$ cat config.mk
export PLATFORM = sky130hd
export DESIGN_NAME = imm_gen_flat
export DESIGN_NICKNAME = d
export VERILOG_FILES = /design/src/rv_pkg.sv /design/src/ctrl_if.sv /design/src/imm_gen.sv /design/src/flat_wrapper.sv
export SDC_FILE = /design/constraint.sdc
export NUM_CORES = 1
export LEC_CHECK = 0
export ABC_AREA = 0
export BUFFER_PORTS_ARGS = -buffer_cell sky130_fd_sc_hd__buf_2
export CAP_MARGIN = 10
export CELL_PAD_IN_SITES_DETAIL_PLACEMENT = 0
export CELL_PAD_IN_SITES_GLOBAL_PLACEMENT = 1
export CORE_UTILIZATION = 21
export DETAILED_ROUTE_END_ITERATION = 7
export PLACE_DENSITY_LB_ADDON = 0.12
export SLEW_MARGIN = 20
export SYNTH_ARGS = -nofsm -noshare
export SYNTH_HDL_FRONTEND = slang
export SYNTH_SLANG_ARGS = --single-unit
$ cat constraint.sdc
create_clock -name vclk -period 1.6
set_clock_uncertainty 0.1 [all_clocks]
set_input_delay 0.16 -clock vclk [all_inputs]
set_output_delay 0.16 -clock vclk [all_outputs]
set_load 0.005 [all_outputs]
$ cat src/rv_pkg.sv
package rv_pkg;

	localparam int XLEN = 32;	// data and address width

	// major opcodes, insn[6:0]
	typedef enum logic [6:0] {
		LOAD   = 7'd3,
		OP_IMM = 7'd19,
		AUIPC  = 7'd23,
		STORE  = 7'd35,
		OP     = 7'd51,
		LUI    = 7'd55,
		BRANCH = 7'd99,
		JALR   = 7'd103,
		JAL    = 7'd111
	} opcode_e;

	typedef enum logic [3:0] {
		ADD    = 4'd0,
		SUB    = 4'd1,
		SLT    = 4'd2,
		SLTU   = 4'd3,
		XOR    = 4'd4,
		OR     = 4'd5,
		AND    = 4'd6,
		SLL    = 4'd7,
		SRL    = 4'd8,
		SRA    = 4'd9,
		PASSB  = 4'd10,	// lui, operand b straight through
		MUL    = 4'd11,
		MULH   = 4'd12,
		MULHSU = 4'd13,
		MULHU  = 4'd14
	} alu_op_e;

	typedef enum logic [2:0] {IMM_I = 3'd0, IMM_S = 3'd1, IMM_B = 3'd2, IMM_J = 3'd3, IMM_U = 3'd4} imm_sel_e;

	typedef enum logic [1:0] {WB_PC4 = 2'd0, WB_ALU = 2'd1, WB_LOAD = 2'd2} wb_sel_e;

	typedef enum logic [2:0] {LD_B = 3'd0, LD_H = 3'd1, LD_W = 3'd2, LD_BU = 3'd3, LD_HU = 3'd4} ld_sel_e;

endpackage

$ cat src/ctrl_if.sv
`timescale 1ns/10ps

interface ctrl_if;
	import rv_pkg::*;

	imm_sel_e   imm_sel;	// immediate format
	alu_op_e    alu_op;
	logic       opa_sel;	// 1: pc, 0: rs1
	logic       opb_sel;	// 1: imm, 0: rs2
	logic       br_un;		// 1: signed compare
	logic       mem_wren;	// store strobe
	logic [2:0] bmask;		// {sw, sh, sb}
	ld_sel_e    ld_sel;		// load size and extension
	logic       rd_wren;	// register write strobe
	wb_sel_e    wb_sel;		// writeback source

	modport dec (
		output imm_sel, alu_op, opa_sel, opb_sel, br_un,
		output mem_wren, bmask, ld_sel, rd_wren, wb_sel
	);

	modport imm (input imm_sel);

	modport exe (input alu_op, opa_sel, opb_sel, br_un);

	modport lsu (input mem_wren, bmask, ld_sel, wb_sel);

	modport rf (input rd_wren);

endinterface

$ cat src/imm_gen.sv
`timescale 1ns/10ps

module imm_gen (
	input  logic [rv_pkg::XLEN-1:0] i_insn,
	ctrl_if.imm                     i_ctrl,
	output logic [rv_pkg::XLEN-1:0] o_imm
);
	import rv_pkg::*;

	logic sgn;	// insn sign bit

	assign sgn = i_insn[31];

	always_comb begin
		case (i_ctrl.imm_sel)
			IMM_S:   o_imm = {{(XLEN-12){sgn}}, i_insn[31:25], i_insn[11:7]};
			IMM_B:   o_imm = {{(XLEN-12){sgn}}, i_insn[7], i_insn[30:25], i_insn[11:8], 1'b0};
			IMM_J:   o_imm = {{(XLEN-20){sgn}}, i_insn[19:12], i_insn[20], i_insn[30:21], 1'b0};
			IMM_U:   o_imm = {i_insn[31:12], 12'b0};	// upper 20, low zeros
			default: o_imm = {{(XLEN-12){sgn}}, i_insn[31:20]};	// I format
		endcase
	end

endmodule

$ cat src/flat_wrapper.sv
// flat-port wrapper written by rule: the top's interface ports become plain ports
module imm_gen_flat import rv_pkg::*;
  (i_insn, o_imm, i_ctrl_imm_sel);
  ctrl_if i_ctrl_i ();
  input  logic [rv_pkg::XLEN-1:0] i_insn;
  output logic [rv_pkg::XLEN-1:0] o_imm;
  input wire logic [$bits(i_ctrl_i.imm_sel)-1:0] i_ctrl_imm_sel;
  assign i_ctrl_i.imm_sel = i_ctrl_imm_sel;
  imm_gen u_core (.i_insn(i_insn), .i_ctrl(i_ctrl_i), .o_imm(o_imm));
endmodule
==> Word level (Yosys, flattened, before mapping) <==
Index checks and enable logic that the tools add are counted.
{ "totals": {"reg_bits": 0, "output_inout_bits": 32, "wordCells": 5} }
{ "classes": {"eq_ne": 4, "mux": 1} }
{ "op_table": {"columns": ["op", "n"], "rows": [
  ["$pmux 31 s4", 1],
  ["$eq 3x2->1 const B", 2],
  ["$eq 3x1->1 const B", 1],
  ["$eq 3x3->1 const B", 1]
]} }

==> Logic depth before layout (Yosys ltp) <==
{ "logic_depth": {"word_depth": 2, "depth_mapped": 5, "depth_no_buf": 3} }

==> Worst setup path after synthesis <==
Ideal clock, no wire load.
{ "synth_timing": {"path_kind": "input -> output", "start": "input i_ctrl_imm_sel[1]", "end": "output o_imm[20] (netlist bit)", "t_arrival_ns": 1.088, "required_ns": 1.340, "setup_slack_ns": 0.252, "stages": 5, "cell_sequence": "or3b_1 buf_2 and2_4 buf_6 a21o_1"} }
{ "synth_via": {"elab_chain_len": 2, "elab_cells_between_ends": 5} }
{ "synth_lines": {"columns": ["item", "line", "text"], "rows": [
  ["from (decl)", "flat_wrapper.sv:7", "input wire logic [$bits(i_ctrl_i.imm_sel)-1:0] i_ctrl_imm_sel;"],
  ["$eq 3x3->1 (tied with other cells)", "imm_gen.sv:15", "case (i_ctrl.imm_sel)"],
  ["$pmux 31 s4 (*)", "imm_gen.sv:15", null],
  ["to (decl)", "flat_wrapper.sv:6", "output logic [rv_pkg::XLEN-1:0] o_imm;"]
]} }
Mark *: on every way between the ends. The rest lies on a longest branch, timed or not.

==> Worst setup path in the final report <==
{ "layout_timing": {"start": "input i_ctrl_imm_sel[2]", "end": "output o_imm[16] (netlist bit)"} }
The elaborated chain is that of the path after synthesis.

==> out/qor.txt <==
Max frequency -> 676 MHz
Routability Congestion -> 0.721
Initial DRC count -> 6
CP Class -> input pin to output port
Setup bufs post-CTS -> 0
Die Y -> 54.6 um
Cells after DPL -> 178
Critical path's slowest cell -> or3b_1
Top cells by area, synth -> a21o_1, o22ai_1, a211oi_1
Max VDD drop -> 0.0000976 V
Post-cts resize count -> 0
Placed cell areas -> 920 um2
Final setup vio count -> 0
# DRC -> 0
CP Capture Type -> output port
Die X -> 54.6 um
Netlist Area Pre-Place -> 582 um2
Register area share after synthesis -> 0%
Layout cell share with drive strength beyond 1 -> 50.0%
Vias post-DR -> 880
Seq_cells -> 0
PwrDens -> 295 mW/mm2
Non-Filler Instances -> 178
# port buffers -> 60
Post-cts hold buffer count -> 0
Largest net degree at the start of global routing -> 15
Final Net Count -> 185
Worst-path fanout max -> 14
Leakage -> 0.498 nW
Row Count -> 18
Crit path launch type -> input pin
Max-slew violations -> 0
Wire per inst -> 12.0 um
Min cycle time layout -> 1.48 ns
DR vias/cell -> 4.94
Cell area after layout -> 931 um2
Grt ovf -> 0
Most common cell after layout, fill and taps aside -> buf_2
Initial core utilization -> 22.9%
Initial antenna violation count -> 0
Flip-flop and latch area -> 0 um2
Status -> completed
First-pass DRT Iterations -> 3
Fillers -> 277
Req. time, crit path -> 1.34 ns
Slew HR -> 76.6%
Number of diodes -> 0
Max-cap violations -> 0
Synth top area share -> 14.2%
CP Cell Sequence -> clkbuf_4 -> or3b_1 -> buf_4 -> nor2_1 -> a211oi_1 -> buf_2
Worst Path Arrival -> 1.22 ns
Tcrit/Tclk final -> 92.5%
RSZ-0062 raised after global routing -> no
Antenna Violating Nets Remaining -> 0
WL final -> 2.14 mm
Total Power -> 0.275 mW
Syn avg cell area -> 6.32 um2
Hold Vio Cnt, Final -> 0
Yosys cell types -> 26
Area growth syn-to-layout -> 60.0%
First-pass GRT wire length -> 3.28 mm
Clock buffer cells -> 0
Worst hold slack -> 0.493 ns
# IOs -> 67
Synth warnings -> 0
Worst min-delay path class -> input pin to output port
Worst-margin pin slew -> 0.350 ns
All-Layer GR Usage -> 14.3%
DPL Wire Length -> 1.67 mm
Crit path largest cell delay -> 0.38 ns
Cell count after synthesis -> 92
Area occupied by multi-input gates -> 531 um2
Syn Nets -> 127
Core area -> 0.00254 mm2
Commonest cells after routing, fill and taps aside -> buf_2, o22ai_1, a21o_1
Die Area -> 0.00298 mm2
Setup TNS -> 0 ns
Area leader, netlist -> a21o_1
Vias in the first global route -> 758
==> area by class of cell <==
cell class | instances | share of cell area [%]
multi-input cells | 80 | 57.0
well taps | 30 | 4.03
repair buffers | 68 | 39.0
==> critical path, delay by kind of cell <==
family                 cells  cell delay, ns
buffers and inverters      3            0.51
AND/OR/NAND/NOR            2            0.48
AO/OA/AOI/OAI              1            0.06
==> kinds of logic (layout without fill, tap and decap cells) <==
logic type             after synthesis  after routing  synth area share [%]
multiplexers                         1              1                  1.72
AO/OA/AOI/OAI                       39             39                  48.2
buffers and inverters               12             68                  10.3
AND/OR/NAND/NOR                     40             40                  39.8
==> through the flow <==
step / utilization [%] / setup slack (ns)
floorplan: - / 0.252
global placement: 36.1 / 0.0774
detailed placement: 36.1 / 0.0679
CTS: 36.1 / 0.0607
global route: 36.6 / 0.0111
finish: 36.6 / 0.120
==> power by group <==
group          internal, mW  switching (mW)
logic                 0.143           0.132
clock network             0               0
registers                 0               0
total                 0.143           0.132
==> synth_stat cells <==
library cell and count:
a21o_1 11, buf_4 1, or3b_1 1, and2_1 6, nor2_1 9, clkbuf_1 6, o22ai_1 12, nor3_1 5
nor3_2 1, and2_4 1, a21oi_1 1, a211oi_1 9, or2_1 1, and3b_1 1, o211ai_1 1, buf_6 1
nor2b_1 7, buf_2 3, a221oi_1 4, or2_2 3, nand2b_1 3, nand2_1 1, buf_1 1, nor3b_1 1
mux2i_1 1, o31ai_1 1
==> worst paths after layout <==
kind | from | end | cells past startpoint
setup / recovery | i_ctrl_imm_sel[2] | o_imm[16] | 6
hold / removal | i_insn[30] | o_imm[30] | 3
==> per-layer routing <==
layer  track usage [%]  up-vias  routed length [um]
met5                 0        -                   0
met4                 0        0                   0
met3             0.556        0                 108
met2              26.9       28                1080
met1              18.6      391                 956
li1                  -      461                   -
Power figures use the tool's default switching activity.
