<file path="src/rv_pkg.sv">
package rv_pkg;

	localparam int XLEN = 32;	// data and address width

	// major opcodes, insn[6:0]
	typedef enum logic [6:0] {
		LOAD   = 7'd3,
		OP_IMM = 7'd19,
		AUIPC  = 7'd23,
		STORE  = 7'd35,
		OP     = 7'd51,
		LUI    = 7'd55,
		BRANCH = 7'd99,
		JALR   = 7'd103,
		JAL    = 7'd111
	} opcode_e;

	typedef enum logic [3:0] {
		ADD    = 4'd0,
		SUB    = 4'd1,
		SLT    = 4'd2,
		SLTU   = 4'd3,
		XOR    = 4'd4,
		OR     = 4'd5,
		AND    = 4'd6,
		SLL    = 4'd7,
		SRL    = 4'd8,
		SRA    = 4'd9,
		PASSB  = 4'd10,	// lui, operand b straight through
		MUL    = 4'd11,
		MULH   = 4'd12,
		MULHSU = 4'd13,
		MULHU  = 4'd14
	} alu_op_e;

	typedef enum logic [2:0] {IMM_I = 3'd0, IMM_S = 3'd1, IMM_B = 3'd2, IMM_J = 3'd3, IMM_U = 3'd4} imm_sel_e;

	typedef enum logic [1:0] {WB_PC4 = 2'd0, WB_ALU = 2'd1, WB_LOAD = 2'd2} wb_sel_e;

	typedef enum logic [2:0] {LD_B = 3'd0, LD_H = 3'd1, LD_W = 3'd2, LD_BU = 3'd3, LD_HU = 3'd4} ld_sel_e;

endpackage

</file>
<file path="src/ctrl_if.sv">
`timescale 1ns/10ps

interface ctrl_if;
	import rv_pkg::*;

	imm_sel_e   imm_sel;	// immediate format
	alu_op_e    alu_op;
	logic       opa_sel;	// 1: pc, 0: rs1
	logic       opb_sel;	// 1: imm, 0: rs2
	logic       br_un;		// 1: signed compare
	logic       mem_wren;	// store strobe
	logic [2:0] bmask;		// {sw, sh, sb}
	ld_sel_e    ld_sel;		// load size and extension
	logic       rd_wren;	// register write strobe
	wb_sel_e    wb_sel;		// writeback source

	modport dec (
		output imm_sel, alu_op, opa_sel, opb_sel, br_un,
		output mem_wren, bmask, ld_sel, rd_wren, wb_sel
	);

	modport imm (input imm_sel);

	modport exe (input alu_op, opa_sel, opb_sel, br_un);

	modport lsu (input mem_wren, bmask, ld_sel, wb_sel);

	modport rf (input rd_wren);

endinterface

</file>
<file path="src/exec_unit.sv">
`timescale 1ns/10ps

module exec_unit (
	input  logic [rv_pkg::XLEN-1:0] i_pc,
	input  logic [rv_pkg::XLEN-1:0] i_rs1_data,
	input  logic [rv_pkg::XLEN-1:0] i_rs2_data,
	input  logic [rv_pkg::XLEN-1:0] i_imm,
	ctrl_if.exe                     i_ctrl,
	output logic [rv_pkg::XLEN-1:0] o_alu_res,
	output logic                    o_br_less,
	output logic                    o_br_equal
);
	import rv_pkg::*;

	logic [XLEN-1:0]          opa;
	logic [XLEN-1:0]          opb;
	logic [4:0]               shamt;	// low 5 bits only
	logic                     sign_a;	// mulh, mulhsu
	logic                     sign_b;	// mulh only
	logic signed [XLEN:0]     mul_a;	// 33-bit extended operands
	logic signed [XLEN:0]     mul_b;
	logic signed [2*XLEN+1:0] prod;

	assign opa   = i_ctrl.opa_sel ? i_pc : i_rs1_data;
	assign opb   = i_ctrl.opb_sel ? i_imm : i_rs2_data;
	assign shamt = opb[4:0];

	// one signed 33x33 multiplier covers all four variants
	assign sign_a = (i_ctrl.alu_op == MULH) || (i_ctrl.alu_op == MULHSU);
	assign sign_b = (i_ctrl.alu_op == MULH);
	assign mul_a  = {sign_a & opa[XLEN-1], opa};
	assign mul_b  = {sign_b & opb[XLEN-1], opb};
	assign prod   = mul_a * mul_b;

	always_comb begin
		case (i_ctrl.alu_op)
			SUB:    o_alu_res = opa - opb;
			SLT:    o_alu_res = XLEN'($signed(opa) < $signed(opb));
			SLTU:   o_alu_res = XLEN'(opa < opb);
			XOR:    o_alu_res = opa ^ opb;
			OR:     o_alu_res = opa | opb;
			AND:    o_alu_res = opa & opb;
			SLL:    o_alu_res = opa << shamt;
			SRL:    o_alu_res = opa >> shamt;
			SRA:    o_alu_res = $signed(opa) >>> shamt;
			PASSB:  o_alu_res = opb;	// lui
			MUL:    o_alu_res = prod[XLEN-1:0];
			MULH, MULHSU, MULHU: begin
				o_alu_res = prod[2*XLEN-1:XLEN];	// upper word
			end
			default: o_alu_res = opa + opb;	// add, address, targets
		endcase
	end

	// branch compare always on rs1 / rs2
	assign o_br_equal = (i_rs1_data == i_rs2_data);
	assign o_br_less  = i_ctrl.br_un ? ($signed(i_rs1_data) < $signed(i_rs2_data))
	                                 : (i_rs1_data < i_rs2_data);

endmodule

</file>
<file path="src/flat_wrapper.sv">
// flat-port wrapper written by rule: the top's interface ports become plain ports
module exec_unit_flat import rv_pkg::*;
  (i_pc, i_rs1_data, i_rs2_data, i_imm, o_alu_res, o_br_less, o_br_equal, i_ctrl_alu_op, i_ctrl_opa_sel, i_ctrl_opb_sel, i_ctrl_br_un);
  ctrl_if i_ctrl_i ();
  input  logic [rv_pkg::XLEN-1:0] i_pc;
  input  logic [rv_pkg::XLEN-1:0] i_rs1_data;
  input  logic [rv_pkg::XLEN-1:0] i_rs2_data;
  input  logic [rv_pkg::XLEN-1:0] i_imm;
  output logic [rv_pkg::XLEN-1:0] o_alu_res;
  output logic o_br_less;
  output logic o_br_equal;
  input wire logic [$bits(i_ctrl_i.alu_op)-1:0] i_ctrl_alu_op;
  input wire logic [$bits(i_ctrl_i.opa_sel)-1:0] i_ctrl_opa_sel;
  input wire logic [$bits(i_ctrl_i.opb_sel)-1:0] i_ctrl_opb_sel;
  input wire logic [$bits(i_ctrl_i.br_un)-1:0] i_ctrl_br_un;
  assign i_ctrl_i.alu_op = i_ctrl_alu_op;
  assign i_ctrl_i.opa_sel = i_ctrl_opa_sel;
  assign i_ctrl_i.opb_sel = i_ctrl_opb_sel;
  assign i_ctrl_i.br_un = i_ctrl_br_un;
  exec_unit u_core (.i_pc(i_pc), .i_rs1_data(i_rs1_data), .i_rs2_data(i_rs2_data), .i_imm(i_imm), .i_ctrl(i_ctrl_i), .o_alu_res(o_alu_res), .o_br_less(o_br_less), .o_br_equal(o_br_equal));
endmodule
</file>
<file path="config.mk">
export PLATFORM = sky130hd
export DESIGN_NAME = exec_unit_flat
export DESIGN_NICKNAME = d
export VERILOG_FILES = /design/src/rv_pkg.sv /design/src/ctrl_if.sv /design/src/exec_unit.sv /design/src/flat_wrapper.sv
export SDC_FILE = /design/constraint.sdc
export NUM_CORES = 2
export LEC_CHECK = 0
export ABC_AREA = 1
export BUFFER_PORTS_ARGS = -buffer_cell sky130_fd_sc_hd__buf_2
export CORE_MARGIN = 2
export CORE_UTILIZATION = 51
export DETAILED_ROUTE_END_ITERATION = 8
export PLACE_DENSITY = 0.67
export RECOVER_POWER = 100
export SLEW_MARGIN = 20
export SYNTH_ARGS = -nofsm -noshare
export SYNTH_HDL_FRONTEND = slang
export SYNTH_SLANG_ARGS = --single-unit
</file>
<file path="constraint.sdc">
create_clock -name vclk -period 12.5
set_input_delay 1.25 -clock vclk [all_inputs]
set_output_delay 1.25 -clock vclk [all_outputs]
set_load 0.02 [all_outputs]
</file>
* Word level (Yosys, flattened, before mapping)
Cells that the tools add are included.
Operators by class: divide/modulo/power cells 0, reduce and logical (&&, ||, !) cells 2, muxes and demuxes 4, equal/unequal tests 15, bitwise logic cells 5, order comparisons 4, $mul 1, add/subtract/negate cells 2, shifts and indexed selects 3
Operators with widths (count):
- $pmux W32 S12 | 1
- $lt A32 B32 Y1 | 4
- $mul A33 B33 Y64 | 1
- $mux W32 | 2
- $add A32 B32 Y32 | 1
- $and A32 B32 Y32 | 1
- $eq A32 B32 Y1 | 1
- $or A32 B32 Y32 | 1
- $shl A32 B5 Y32 | 1
- $shr A32 B5 Y32 | 1
- $sshr A32 B5 Y32 | 1
- $sub A32 B32 Y32 | 1
- $xor A32 B32 Y32 | 1
- $eq A4 B4 Y1 const B | 7
- $eq A4 B3 Y1 const B | 4
- $eq A4 B2 Y1 const B | 2
- $eq A4 B1 Y1 const B | 1
- $reduce_or A3 Y1 | 1
- $and A1 B1 Y1 | 2
- $logic_or A1 B1 Y1 | 1
- $mux W1 | 1
Storage, ports and cells: register bits after elaboration 0, memory bits (read-only) 0, logic and storage cells 36, bits in latches 0, memories kept 0, input bits 135, output and inout port bits 34, RAM bits 0

* Longest topological paths before layout
word-level depth 5, gate-level depth with buffers 40, gate-level depth less buffers 37

* Worst setup path after synthesis
Ideal clock, no wire load.
path type input to output, start point input port i_ctrl_opb_sel, end point output port o_alu_res[22] in the netlist's numbering, data required time 11.250 ns, path buffers 6, stages 37, setup slack 2.033 ns, arrival time 9.217 ns, cells stage by stage buf_6 buf_6 nand2_2 o21ai_4 inv_2 buf_6 buf_2 buf_2 buf_2 nor2_1 fa_1 inv_1 fa_1 inv_1 fa_1 inv_1 fa_1 inv_1 fa_1 fa_1 fa_1 inv_1 fa_1 inv_1 ha_1 nand2_1 nor2_1 inv_1 nor2_1 nand2_1 nor2_1 nand2_1 nand3_1 nand2_1 a21oi_1 nor2_1 nor2_1
Between the ends: longest elaborated chain between the ends 4
Ends and longest elaborated chain:
- from (decl) | line flat_wrapper.sv:14 | input wire logic [$bits(i_ctrl_i.opb_sel)-1:0] i_ctrl_opb_sel;
- $mux W32 (*) | line exec_unit.sv:25 | assign opb = i_ctrl.opb_sel ? i_imm : i_rs2_data;
- $and A1 B1 Y1 | line exec_unit.sv:32 | assign mul_b = {sign_b & opb[XLEN-1], opb};
- $mul A33 B33 Y64 | line exec_unit.sv:33 | assign prod = mul_a * mul_b;
- $pmux W32 S12 (*) | line exec_unit.sv:36 | case (i_ctrl.alu_op)
- to (decl) | line flat_wrapper.sv:9 | output logic [rv_pkg::XLEN-1:0] o_alu_res;
Mark *: on every way between the ends. The rest lies on a longest branch, timed or not.

* Worst setup path after layout
start point input port i_ctrl_opb_sel, end point output port o_alu_res[10] in the netlist's numbering
The elaborated chain is that of the path after synthesis.

==> run summary <==
Mapped Area - 50900 µm²
Compound-Gate Fraction of Synth Area - 5.45%
Synth Area in Adders - 52.7%
number of sequential cells - 0
simple-gate share of the synthesized area - 26.2%
Die Y - 320 µm
largest family of logic cells by synthesized area - adder cells
drt drc - 0
Synth area leaders - fa_1 (44%), nand2_1 (14%), inv_1 (12%)
Final Net Count - 8843
# rows - 115
Avg WL per Cell - 29.3 µm
element type at the critical path end - output port
WP data arrival - 11.03 ns
worst hold path type - in2out
syn nets - 8797
clock buffer count - 0
Total Wirelength - 250 mm
post-synthesis mux area share - 0%
slowest CP cell - inv_1
relative slew slack - 8.30%
Synth cell types - 51
crit path buf inv count - 10
fraction of layout cells with a size suffix above 1 - 5.82%
DRT iter0 DRCs - 6892
area added between synthesis and finish - 4.82%
worst-path maximum fanout - 27
most frequent cells in the layout - nand2_1 (1839), inv_1 (1675), fa_1 (1127)
post-DR vias/cell - 6.02
initial antenna violation count - 15
RSZ-0062 raised after global routing - no
max incr delay on CP - 0.97 ns
Final Hold Viols - 0
Seq/Total Area, Yosys - 0%
RD Place Congestion - 1.13
Synth top area share - 44.3%
minimum clock period - 12.28 ns
Mapped Cells - 7194
Die Span X - 320 µm
xor/xnor share of the synthesized area - 0.430%
Slew Limit Fails - 0
Synth area leader - fa_1
vias in the first global route - 52000
hpwl dp - 213 mm
most used cell, CP - fa_1
f_max - 81.4 MHz
CP Class - in2out
startpoint types - input port
largest net degree at the start of global routing - 57
worst path required time - 11.25 ns
drt pass-1 iters - 8
GRT overflow - 0
CTS Hold Bufs - 0
vias - 51400
Final Core Density - 54.1%
final-report setup violation count - 0
synthesized area per cell - 7.08 µm²
number of max-cap violations - 0
sequential cell area - 0 µm²
Die Area - 102000 µm²
Top Ports - 169
Antenna Nets Post-Route - 0
port bufs - 169
total global-route track usage - 49.1%
period utilisation layout - 98.3%
cell family with most CP delay - adder cells
setup TNS - 0 ns
Core Region - 98700 µm²
commonest non-fill, non-tap cell in the layout - nand2_1
outcome - finished, final reports clean
Starting Density - 51.6%
Synth Warn # - 0
first-pass GRT wire length - 360 mm
Tightest Pin Transition - 1.36 ns
[tightest hold or removal path: cells and delay by family]
| kind | cells | cell delay, ns |
|---|---|---|
| AND/OR/NAND/NOR | 3 | 0.14 |
| buffers and inverters | 3 | 0.31 |
[final timing paths]
check | startpoint | endpoint | slack [ns] | depth (start not counted)
max | i_ctrl_opb_sel | o_alu_res[10] | 0.22 | 29
min | i_ctrl_br_un | o_br_less | 2.95 | 6
[routing by layer]
metal	GRT usage [%]	up-vias	part of all wire (%)
met5	0	-	0.046
met4	30.4	16	8.2
met3	19.6	930	15
met2	70.4	3759	40
met1	61.9	25300	36
li1	-	21400	-
[metrics by stage]
step / std cells / instance area (µm²) / worst slack (ns) / hold WS (ns)
6_report: 8535 / 53400 / 0.216 / 2.95
5_1_grt: 8527 / 53300 / 0.00793 / 3.01
4_1_cts: 8525 / 53400 / 0.565 / 2.93
3_5_place_dp: 8525 / 53400 / 0.580 / 2.93
3_3_place_gp: 8525 / 53300 / 0.542 / 2.92
2_1_floorplan: 7194 / 50900 / 2.03 / 2.74
[final cells by class]
type                       count  area, µm²
tap                         1287       1610
inverter                    1722       6470
fill                        9857      45400
multi-input combinational   5188      43200
timing repair buffer         328       2030
antenna                       10       25.0
[cell usage after synthesis (all sizes together)]
cell / number
clkinv: 22
o21ai: 161
buf: 135
o211ai: 10
clkbuf: 149
a21o: 5
nor3: 32
or2: 35
o21bai: 33
o2111ai: 6
a221oi: 2
a211oi: 6
o22ai: 26
and3: 8
a31oi: 4
and2: 4
xor2: 12
nand3: 536
a21boi: 11
o221ai: 4
nor2: 626
nand3b: 21
nand2: 1870
inv: 1700
nand4: 78
nor4: 9
a21oi: 194
o21a: 14
ha: 341
xnor2: 13
fa: 1127
[timing repair]
item                                    CTS  global route
endpoints found under the setup margin    0             1
setup buffers                             0             0
resized for setup                         0             2
[kinds of logic (layout without fill, tap and decap cells)]
| kind of cell | count (synthesis) | in the layout |
|---|---|---|
| other | 0 | 10 |
| buffers and inverters | 2006 | 2050 |
| xor gates and xnor gates | 25 | 25 |
| adders and majority gates | 1468 | 1468 |
| and+or+nand+nor | 3219 | 3219 |
| AOI/OAI and AO/OA | 476 | 476 |
