<file path="config.mk">
export PLATFORM = sky130hd
export DESIGN_NAME = control_unit_flat
export DESIGN_NICKNAME = d
export VERILOG_FILES = /design/src/rv_pkg.sv /design/src/ctrl_if.sv /design/src/control_unit.sv /design/src/flat_wrapper.sv
export SDC_FILE = /design/constraint.sdc
export NUM_CORES = 1
export LEC_CHECK = 0
export ABC_AREA = 1
export BUFFER_PORTS_ARGS = -buffer_cell sky130_fd_sc_hd__buf_2
export CELL_PAD_IN_SITES_DETAIL_PLACEMENT = 0
export CELL_PAD_IN_SITES_GLOBAL_PLACEMENT = 1
export CORE_MARGIN = 2
export CORE_UTILIZATION = 33
export DETAILED_ROUTE_END_ITERATION = 6
export GPL_TIMING_DRIVEN = 0
export PLACE_DENSITY_LB_ADDON = 0.2
export SLEW_MARGIN = 20
export SYNTH_ARGS = -nofsm -noshare
export SYNTH_HDL_FRONTEND = slang
export SYNTH_SLANG_ARGS = --single-unit
</file>
<file path="constraint.sdc">
create_clock -name i_clk -period 2.82 [get_ports i_clk]
set_input_delay 0.564 -clock i_clk [delete_from_list [all_inputs] [get_ports i_clk]]
set_output_delay 0.564 -clock i_clk [all_outputs]
set_load 0.05 [all_outputs]
</file>
<file path="src/rv_pkg.sv">
package rv_pkg;

	localparam int XLEN = 32;	// data and address width

	// major opcodes, insn[6:0]
	typedef enum logic [6:0] {
		LOAD   = 7'd3,
		OP_IMM = 7'd19,
		AUIPC  = 7'd23,
		STORE  = 7'd35,
		OP     = 7'd51,
		LUI    = 7'd55,
		BRANCH = 7'd99,
		JALR   = 7'd103,
		JAL    = 7'd111
	} opcode_e;

	typedef enum logic [3:0] {
		ADD    = 4'd0,
		SUB    = 4'd1,
		SLT    = 4'd2,
		SLTU   = 4'd3,
		XOR    = 4'd4,
		OR     = 4'd5,
		AND    = 4'd6,
		SLL    = 4'd7,
		SRL    = 4'd8,
		SRA    = 4'd9,
		PASSB  = 4'd10,	// lui, operand b straight through
		MUL    = 4'd11,
		MULH   = 4'd12,
		MULHSU = 4'd13,
		MULHU  = 4'd14
	} alu_op_e;

	typedef enum logic [2:0] {IMM_I = 3'd0, IMM_S = 3'd1, IMM_B = 3'd2, IMM_J = 3'd3, IMM_U = 3'd4} imm_sel_e;

	typedef enum logic [1:0] {WB_PC4 = 2'd0, WB_ALU = 2'd1, WB_LOAD = 2'd2} wb_sel_e;

	typedef enum logic [2:0] {LD_B = 3'd0, LD_H = 3'd1, LD_W = 3'd2, LD_BU = 3'd3, LD_HU = 3'd4} ld_sel_e;

endpackage

</file>
<file path="src/ctrl_if.sv">
`timescale 1ns/10ps

interface ctrl_if;
	import rv_pkg::*;

	imm_sel_e   imm_sel;	// immediate format
	alu_op_e    alu_op;
	logic       opa_sel;	// 1: pc, 0: rs1
	logic       opb_sel;	// 1: imm, 0: rs2
	logic       br_un;		// 1: signed compare
	logic       mem_wren;	// store strobe
	logic [2:0] bmask;		// {sw, sh, sb}
	ld_sel_e    ld_sel;		// load size and extension
	logic       rd_wren;	// register write strobe
	wb_sel_e    wb_sel;		// writeback source

	modport dec (
		output imm_sel, alu_op, opa_sel, opb_sel, br_un,
		output mem_wren, bmask, ld_sel, rd_wren, wb_sel
	);

	modport imm (input imm_sel);

	modport exe (input alu_op, opa_sel, opb_sel, br_un);

	modport lsu (input mem_wren, bmask, ld_sel, wb_sel);

	modport rf (input rd_wren);

endinterface

</file>
<file path="src/control_unit.sv">
`timescale 1ns/10ps

module control_unit #(
	parameter logic [rv_pkg::XLEN-1:0] RESET_PC = '0
) (
	input  logic                    i_clk,
	input  logic                    i_rst_n,
	input  logic [rv_pkg::XLEN-1:0] i_insn,
	input  logic                    i_br_less,
	input  logic                    i_br_equal,
	input  logic [rv_pkg::XLEN-1:0] i_alu_res,
	output logic [rv_pkg::XLEN-1:0] o_pc,
	output logic                    o_insn_vld,
	ctrl_if.dec                     o_ctrl
);
	import rv_pkg::*;

	opcode_e         opcode;
	logic [2:0]      funct3;
	logic            f7_30;		// sub / sra select
	logic            f7_25;		// M extension
	logic            vld;
	logic            rd_wr;		// before validity and reset gating
	logic            mem_wr;
	logic            pc_sel;	// 1: take alu result as next pc
	logic [XLEN-1:0] pc_plus4;
	logic [XLEN-1:0] pc_next;

	assign opcode = opcode_e'(i_insn[6:0]);
	assign funct3 = i_insn[14:12];
	assign f7_30  = i_insn[30];
	assign f7_25  = i_insn[25];

	always_comb begin
		vld            = 1'b0;
		rd_wr          = 1'b0;
		mem_wr         = 1'b0;
		pc_sel         = 1'b0;
		o_ctrl.imm_sel = IMM_I;
		o_ctrl.alu_op  = ADD;	// address / target add by default
		o_ctrl.opa_sel = 1'b0;
		o_ctrl.opb_sel = 1'b0;
		o_ctrl.br_un   = 1'b0;
		o_ctrl.bmask   = 3'b000;
		o_ctrl.ld_sel  = LD_W;
		o_ctrl.wb_sel  = WB_ALU;
		case (opcode)
			LOAD: begin
				rd_wr          = 1'b1;
				o_ctrl.opb_sel = 1'b1;
				o_ctrl.wb_sel  = WB_LOAD;
				vld            = 1'b1;
				case (funct3)
					3'b000:  o_ctrl.ld_sel = LD_B;
					3'b001:  o_ctrl.ld_sel = LD_H;
					3'b010:  o_ctrl.ld_sel = LD_W;
					3'b100:  o_ctrl.ld_sel = LD_BU;
					3'b101:  o_ctrl.ld_sel = LD_HU;
					default: vld = 1'b0;	// funct3 3, 6, 7 undefined
				endcase
			end
			OP_IMM: begin
				rd_wr          = 1'b1;
				o_ctrl.opb_sel = 1'b1;
				vld            = (funct3 != 3'b001) | ~f7_30;	// slli needs f7[30] clear
				case (funct3)
					3'b000:  o_ctrl.alu_op = ADD;
					3'b001:  o_ctrl.alu_op = SLL;
					3'b010:  o_ctrl.alu_op = SLT;
					3'b011:  o_ctrl.alu_op = SLTU;
					3'b100:  o_ctrl.alu_op = XOR;
					3'b101: begin
						if (f7_30) o_ctrl.alu_op = SRA;
						else       o_ctrl.alu_op = SRL;
					end
					3'b110:  o_ctrl.alu_op = OR;
					default: o_ctrl.alu_op = AND;
				endcase
			end
			AUIPC: begin
				vld            = 1'b1;
				rd_wr          = 1'b1;
				o_ctrl.imm_sel = IMM_U;
				o_ctrl.opa_sel = 1'b1;	// pc + imm
				o_ctrl.opb_sel = 1'b1;
			end
			STORE: begin
				vld            = (funct3 == 3'b000) | (funct3 == 3'b001) | (funct3 == 3'b010);
				mem_wr         = 1'b1;
				o_ctrl.imm_sel = IMM_S;
				o_ctrl.opb_sel = 1'b1;
				o_ctrl.bmask   = {funct3 == 3'b010, funct3 == 3'b001, funct3 == 3'b000};
			end
			OP: begin
				rd_wr = 1'b1;
				if (f7_25) begin	// mul group, funct3 0..3 only
					vld = ~f7_30 & ~funct3[2];
					case (funct3[1:0])
						2'b00:   o_ctrl.alu_op = MUL;
						2'b01:   o_ctrl.alu_op = MULH;
						2'b10:   o_ctrl.alu_op = MULHSU;
						default: o_ctrl.alu_op = MULHU;
					endcase
				end else begin
					vld = ~f7_30 | (funct3 == 3'b000) | (funct3 == 3'b101);	// only sub, sra
					case (funct3)
						3'b000: begin
							if (f7_30) o_ctrl.alu_op = SUB;
							else       o_ctrl.alu_op = ADD;
						end
						3'b001:  o_ctrl.alu_op = SLL;
						3'b010:  o_ctrl.alu_op = SLT;
						3'b011:  o_ctrl.alu_op = SLTU;
						3'b100:  o_ctrl.alu_op = XOR;
						3'b101: begin
							if (f7_30) o_ctrl.alu_op = SRA;
							else       o_ctrl.alu_op = SRL;
						end
						3'b110:  o_ctrl.alu_op = OR;
						default: o_ctrl.alu_op = AND;
					endcase
				end
			end
			LUI: begin
				vld            = 1'b1;
				rd_wr          = 1'b1;
				o_ctrl.imm_sel = IMM_U;
				o_ctrl.opb_sel = 1'b1;
				o_ctrl.alu_op  = PASSB;
			end
			BRANCH: begin
				vld            = funct3[2] | ~funct3[1];	// 010, 011 undefined
				o_ctrl.imm_sel = IMM_B;
				o_ctrl.opa_sel = 1'b1;	// target pc + imm
				o_ctrl.opb_sel = 1'b1;
				o_ctrl.br_un   = ~funct3[1];	// beq bne blt bge signed
				case (funct3)
					3'b000:         pc_sel = i_br_equal;
					3'b001:         pc_sel = ~i_br_equal;
					3'b100, 3'b110: pc_sel = i_br_less;
					3'b101, 3'b111: pc_sel = ~i_br_less;
					default:        pc_sel = 1'b0;
				endcase
			end
			JALR: begin
				vld            = (funct3 == 3'b000);
				rd_wr          = 1'b1;
				pc_sel         = vld;	// rs1 + imm
				o_ctrl.opb_sel = 1'b1;
				o_ctrl.wb_sel  = WB_PC4;
			end
			JAL: begin
				vld            = 1'b1;
				rd_wr          = 1'b1;
				pc_sel         = 1'b1;
				o_ctrl.imm_sel = IMM_J;
				o_ctrl.opa_sel = 1'b1;
				o_ctrl.opb_sel = 1'b1;
				o_ctrl.wb_sel  = WB_PC4;
			end
			default: ;	// unknown opcode, vld stays low
		endcase
	end

	assign o_insn_vld      = vld;
	assign o_ctrl.rd_wren  = rd_wr & vld & i_rst_n;	// no writes in reset
	assign o_ctrl.mem_wren = mem_wr & vld & i_rst_n;

	assign pc_plus4 = o_pc + XLEN'(4);
	assign pc_next  = pc_sel ? {i_alu_res[XLEN-1:1], 1'b0} : pc_plus4;	// jalr lsb cleared

	always_ff @(posedge i_clk) begin
		if (!i_rst_n) begin
			o_pc <= RESET_PC;
		end else begin
			o_pc <= pc_next;
		end
	end

endmodule

</file>
<file path="src/flat_wrapper.sv">
// flat-port wrapper written by rule: the top's interface ports become plain ports
module control_unit_flat import rv_pkg::*;
#(
	parameter logic [rv_pkg::XLEN-1:0] RESET_PC = '0
)
  (i_clk, i_rst_n, i_insn, i_br_less, i_br_equal, i_alu_res, o_pc, o_insn_vld, o_ctrl_imm_sel, o_ctrl_alu_op, o_ctrl_opa_sel, o_ctrl_opb_sel, o_ctrl_br_un, o_ctrl_mem_wren, o_ctrl_bmask, o_ctrl_ld_sel, o_ctrl_rd_wren, o_ctrl_wb_sel);
  ctrl_if o_ctrl_i ();
  input  logic i_clk;
  input  logic i_rst_n;
  input  logic [rv_pkg::XLEN-1:0] i_insn;
  input  logic i_br_less;
  input  logic i_br_equal;
  input  logic [rv_pkg::XLEN-1:0] i_alu_res;
  output logic [rv_pkg::XLEN-1:0] o_pc;
  output logic o_insn_vld;
  output wire logic [$bits(o_ctrl_i.imm_sel)-1:0] o_ctrl_imm_sel;
  output wire logic [$bits(o_ctrl_i.alu_op)-1:0] o_ctrl_alu_op;
  output wire logic [$bits(o_ctrl_i.opa_sel)-1:0] o_ctrl_opa_sel;
  output wire logic [$bits(o_ctrl_i.opb_sel)-1:0] o_ctrl_opb_sel;
  output wire logic [$bits(o_ctrl_i.br_un)-1:0] o_ctrl_br_un;
  output wire logic [$bits(o_ctrl_i.mem_wren)-1:0] o_ctrl_mem_wren;
  output wire logic [$bits(o_ctrl_i.bmask)-1:0] o_ctrl_bmask;
  output wire logic [$bits(o_ctrl_i.ld_sel)-1:0] o_ctrl_ld_sel;
  output wire logic [$bits(o_ctrl_i.rd_wren)-1:0] o_ctrl_rd_wren;
  output wire logic [$bits(o_ctrl_i.wb_sel)-1:0] o_ctrl_wb_sel;
  assign o_ctrl_imm_sel = o_ctrl_i.imm_sel;
  assign o_ctrl_alu_op = o_ctrl_i.alu_op;
  assign o_ctrl_opa_sel = o_ctrl_i.opa_sel;
  assign o_ctrl_opb_sel = o_ctrl_i.opb_sel;
  assign o_ctrl_br_un = o_ctrl_i.br_un;
  assign o_ctrl_mem_wren = o_ctrl_i.mem_wren;
  assign o_ctrl_bmask = o_ctrl_i.bmask;
  assign o_ctrl_ld_sel = o_ctrl_i.ld_sel;
  assign o_ctrl_rd_wren = o_ctrl_i.rd_wren;
  assign o_ctrl_wb_sel = o_ctrl_i.wb_sel;
  control_unit #(.RESET_PC(RESET_PC)) u_core (.i_clk(i_clk), .i_rst_n(i_rst_n), .i_insn(i_insn), .i_br_less(i_br_less), .i_br_equal(i_br_equal), .i_alu_res(i_alu_res), .o_pc(o_pc), .o_insn_vld(o_insn_vld), .o_ctrl(o_ctrl_i));
endmodule
</file>
### Word-level counts from Yosys, hierarchy flattened

Index checks and enable logic that the tools add are counted.

* add/subtract/negate cells: 1
* equal/unequal tests: 19
* muxes and demuxes: 23
* bitwise gates (word level): 17
* reductions and logical operators: 12

Operator list (number)
* 4-bit case mux with 7 select lines: 2
* 32-bit by 3-bit adder with 32-bit output, second input constant: 1
* 32-bit 2-to-1 mux: 1
* 3-bit case mux with 4 select lines: 2
* 7-bit by 6-bit equality test with 1-bit output, second input constant: 3
* 7-bit equality test, second input constant: 3
* 7-bit by 5-bit equality test with 1-bit output, second input constant: 2
* 3-bit equality test, second input constant: 4
* 4-bit case mux with 3 select lines: 1
* 2-bit OR reduction: 5
* 1-bit 2-to-1 mux: 9
* 3-bit case mux with 3 select lines: 1
* 8-bit OR reduction: 1
* 7-bit by 2-bit equality test with 1-bit output, second input constant: 1
* 1-bit case mux with 7 select lines: 1
* 7-bit OR reduction: 1
* 3-bit by 2-bit equality test with 1-bit output, second input constant: 2
* 3-bit 2-to-1 mux: 2
* 1-bit NOT: 6
* 1-bit OR: 6
* 3-bit OR reduction: 2
* 1-bit bitwise AND: 5
* 5-bit OR reduction: 1
* 4-bit 2-to-1 mux: 1
* other kinds (9): 9

* bits in registers: 32
* output and inout bits: 53
* logic and storage cells: 74

### Longest topological paths before layout

* depth after elaboration: 7
* gate-level depth with buffers: 12
* mapped depth without buffers: 12

### Least setup slack after synthesis

No wires, ideal clock.

* kind: in2out
* start: input port i_insn[13] in the netlist's numbering
* end: output port o_ctrl_mem_wren
* data arrival time: 2.469 ns
* path slack: -0.213 ns
* stages on the path: 10
* buffers on the path: 0
* path through: inv_1 > ha_1 > nand2_1 > nand3_1 > nand2_1 > nor2_1 > nor2_1 > nand3_1 > nand2_1 > nor2_1

* cells in the longest elaborated chain, start to end: 7
* elaborated cells between the ends (all ways): 19

Ends and longest elaborated chain
* start, declared: RTL line flat_wrapper.sv:10 `input logic [rv_pkg::XLEN-1:0] i_insn;`
* 3-bit zero test
* 1-bit OR (2 in series): RTL line control_unit.sv:105 `vld = ~f7_30 | (funct3 == 3'b000) | (funct3 == 3'b101);`
* 1-bit 2-to-1 mux: RTL line control_unit.sv:96 `if (f7_25) begin`
* 1-bit case mux with 7 select lines *: RTL line control_unit.sv:47 `case (opcode)`
* named net o_insn_vld: RTL line flat_wrapper.sv:15 `output logic o_insn_vld;`
* 1-bit bitwise AND * (2 in series): RTL line control_unit.sv:167 `assign o_ctrl.mem_wren = mem_wr & vld & i_rst_n;`
* end, declared: RTL line flat_wrapper.sv:21 `output wire logic [$bits(o_ctrl_i.mem_wren)-1:0] o_ctrl_mem_wren;`

Mark *: on every way through the listed nets, which the timed path passes. The rest lies on a longest branch.

### Worst setup path after layout

* start: input port i_insn[13] in the netlist's numbering
* end: output port o_ctrl_rd_wren

* cells in the longest elaborated chain, start to end: 7
* elaborated cells between the ends (all ways): 19

Ends and longest elaborated chain
* 3-bit zero test
* 1-bit OR (2 in series): RTL line control_unit.sv:105
* 1-bit 2-to-1 mux: RTL line control_unit.sv:96
* 1-bit case mux with 7 select lines *: RTL line control_unit.sv:47
* 1-bit bitwise AND * (2 in series): RTL line control_unit.sv:166 `assign o_ctrl.rd_wren = rd_wr & vld & i_rst_n;`
* end, declared: RTL line flat_wrapper.sv:24 `output wire logic [$bits(o_ctrl_i.rd_wren)-1:0] o_ctrl_rd_wren;`

Every way passes the cells marked *; elsewhere a longest branch is shown, timed or not.

==> results.md <==
- Status: finished, final reports clean
- Global-route met1 utilization: 21.5%
- Synth top area share: 23.0%
- Layout fillers: 922
- Ys Warns: 0
- Chip width: 94.4 um
- Comb power frac: 17.6%
- Commonest cells after routing, fill and taps aside: 154 x nand2_1, 114 x nor2_1, 99 x buf_2, 49 x inv_1, 31 x dfxtp_1
- Std cell rows: 32
- Layout Skew: 0.00789 ns
- Fin Hold WS: 0.498 ns
- Routed vias: 3072
- Mean Syn Cell Area: 5.72 sq um
- Initial antenna violation count: 0
- GRT Max-Usage Layer: met2
- Initial Utilization: 34.6%
- Commonest non-fill, non-tap cell in the layout: nand2_1
- Core Footprint: 7810 sq um
- Yosys cell types: 32
- RSZ-0062 raised after global routing: no
- Worst reg2reg setup slack: 1.24 ns
- Leakage: 1.83 nW
- Compound-Gate Fraction of Synth Area: 6.17%
- Critical Path Fanout Max: 6
- All-Layer GR Usage: 18.5%
- CTS buffer count: 5
- Number of DRC markers in iteration 0: 79
- Global Route met3 Usage: 4.15%
- Max Fclk: 380 MHz
- Biggest register: u_core.o_pc
- Largest net degree at the start of global routing: 11
- Clk Latency, worst-skew pair: 0.28 ns
- Internal: 801 uW
- Peak supply drop: 0.162 mV
- Vias in the first global route: 2871
- Capture point of the critical path: o_ctrl_rd_wren
- Proportion of synthesized area in mux cells: 0%
- Total gr overflow: 0
- Routed len/inst: 11.9 um
- Remaining antenna violation count: 0
- Tcrit/Tclk final: 93.3%
- Die Ht: 94.4 um
- # hold bufs at CTS: 0
- Hold Crit Class: input port to register
- Vias per cell: 4.52
- Endpoints failing setup: 0
- First-pass GRT wire length: 13.0 mm
- I/O pin count: 121
- Main combinational cell family by area after synthesis: simple AND/OR/NAND/NOR gates
- Synth top area cells: dfxtp_1 23%, nand2_1 22%, nor2_1 16%
- Final instance area: 3450 sq um
- Ant. Diodes: 0
- Fin util: 44.1%
- Routed wire length: 8.11 mm
- Hpwl dp: 6.73 mm
- Syn_nets: 547
- Worst EP required: 2.26 ns
- Layout cells sized above 1: 26.0%
- CTS clock-pin slew for the worst setup and hold paths: 0.07 ns
- Pwr dens: 325 nW/um^2
- I/O Buffers: 97
- Placer Congestion: 0.841
- Root Buffer: clkbuf_8
- Sequential fraction of the synthesis area: 23.0%
- Die area: 8910 sq um
- CP Launch Type: input port
- Mapped cell area: 2700 sq um
- Register share of total power: 40.9%
- Overall Power: 1.12 mW
- Initial DRT Pass Iterations: 4
- CP Launch Point: i_insn[13]
- Post-Synth Simple-Gate Area: 52.0%
- Max-slew violations: 0
- GRT met2 Usage: 34.2%
- Cell taking the most area after synthesis: dfxtp_1
- Hold path start: i_alu_res[1]
- Final net count: 651
- Placement Cell Area: 3320 sq um
- Top Registers: u_core.o_pc x31
- Critical path type: input port to output pin
- Worst R2R Path Depth: 10
- Number of flip-flops in the largest register: 31
- CP Capture Type: output pin
- Fin. Hold Viols: 0
- Area grow syn2layout: 27.7%
- Crit path arrival time: 2.07 ns
- NetSw: 317 uW
- CTS tree: done
- Max cap viols: 0
- Sw frac: 28.4%
- Reg2reg start: u_core.o_pc[2]$_SDFF_PN0_
- Max Buffers Root-to-Sink: 2
- Final min period: 2.63 ns
- R2R Path End: u_core.o_pc[28]$_SDFF_PN0_
- Clock sinks: 31
- Synthesis-stage register bit count: 31
- Synth Area in Adders: 3.25%
- Post-synthesis xor/xnor area fraction: 4.55%
- Clk pwr share: 41.5%
- CTS H-tree lvls: 2
- Drc violations: 0
- Synthesized instance count: 472
-- routing by layer --
layer	routed length, um	vias to the layer above	share of wire (%)
met1	3440	1342	42
met4	97	0	1.2
li1	-	1646	-
met3	467	8	5.8
met2	4110	76	51
met5	0	-	0
-- logic make-up after synthesis --
logic type,count (synthesis)
and+or+nand+nor,328
buffers and inverters,62
DFF,31
AOI/OAI and AO/OA,29
xor gates and xnor gates,14
adders and majority gates,7
other,1
-- stage by stage --
stage / TNS (ns) / setup slack [ns] / instances
3_3_place_gp: 0 / 0.0828 / 671
4_1_cts: 0 / 0.0811 / 679
3_5_place_dp: 0 / 0.0841 / 671
2_1_floorplan: -0.0833 / -0.0417 / 472
5_1_grt: 0 / 0.0108 / 679
6_report: 0 / 0.188 / 679
-- cell type report --
class	count	area, sq um	share of cell area [%]
Timing Repair Buffer	97	488	14.2
Buffer	10	86.3	2.51
Clock buffer	6	82.6	2.40
Clock inverter	2	35.0	1.02
Tap cell	102	128	3.70
Sequential cell	31	621	18.0
Inverter	52	208	6.03
Multi-Input combinational cell	379	1800	52.2
-- worst min-delay path by stage --
stage,end,slack (ns),depth (start not counted)
floorplan,u_core.o_pc[12]$_SDFF_PN0_,0.69,2
global placement,u_core.o_pc[1]$_SDFFE_PN0P_,0.48,2
CTS,u_core.o_pc[1]$_SDFFE_PN0P_,0.49,3
global route,u_core.o_pc[8]$_SDFF_PN0_,0.50,3
detailed placement,u_core.o_pc[1]$_SDFFE_PN0P_,0.49,2
finish,u_core.o_pc[1]$_SDFFE_PN0P_,0.50,3
-- repair_timing --
action                     CTS  global route
setup endpoints to repair    0             4
buffers inserted             0             0
gates resized for setup      0             5
-- cells in the mapped netlist --
cell        n
or3_1       1
nand3_2     3
nor3_1      5
ha_1        7
buf_4       2
a21oi_1     7
inv_8       1
o21ai_0    11
nand3_1    14
o21bai_1    1
o21ai_1     4
inv_1      49
nand2_8     1
o221ai_1    1
xor2_1      4
conb_1      1
nand2_1   155
nor2_1    117
buf_6       5
nand2_4     3
buf_2       3
nor2_2      4
nand3b_1   12
o21a_1      1
inv_6       1
inv_2       1
dfxtp_1    31
a21oi_2     2
xnor2_1    10
o211ai_1    2
nand2_2    12
or2_2       1
-- power by group through the flow --
stage | clock [mW] | sequential [mW] | combinational [mW]
global route | 0.488 | 0.459 | 0.221
global placement | 0 | 0.468 | 0.195
detailed placement | 0 | 0.468 | 0.196
finish | 0.464 | 0.458 | 0.197
floorplan | 0 | 0.498 | 0.0983
CTS | 0.477 | 0.458 | 0.197
-- worst max-delay path, cell delays in order --
cell      delay [ns]
buf_2           0.15
inv_1           0.09
ha_2            0.22
or2_2           0.32
nor2_2          0.11
nor2_1          0.06
nor2_1          0.09
nand3_1         0.11
nand2_2         0.11
nor2_2          0.03
clkbuf_4        0.21
No activity file was read; power rests on OpenSTA's default activity.
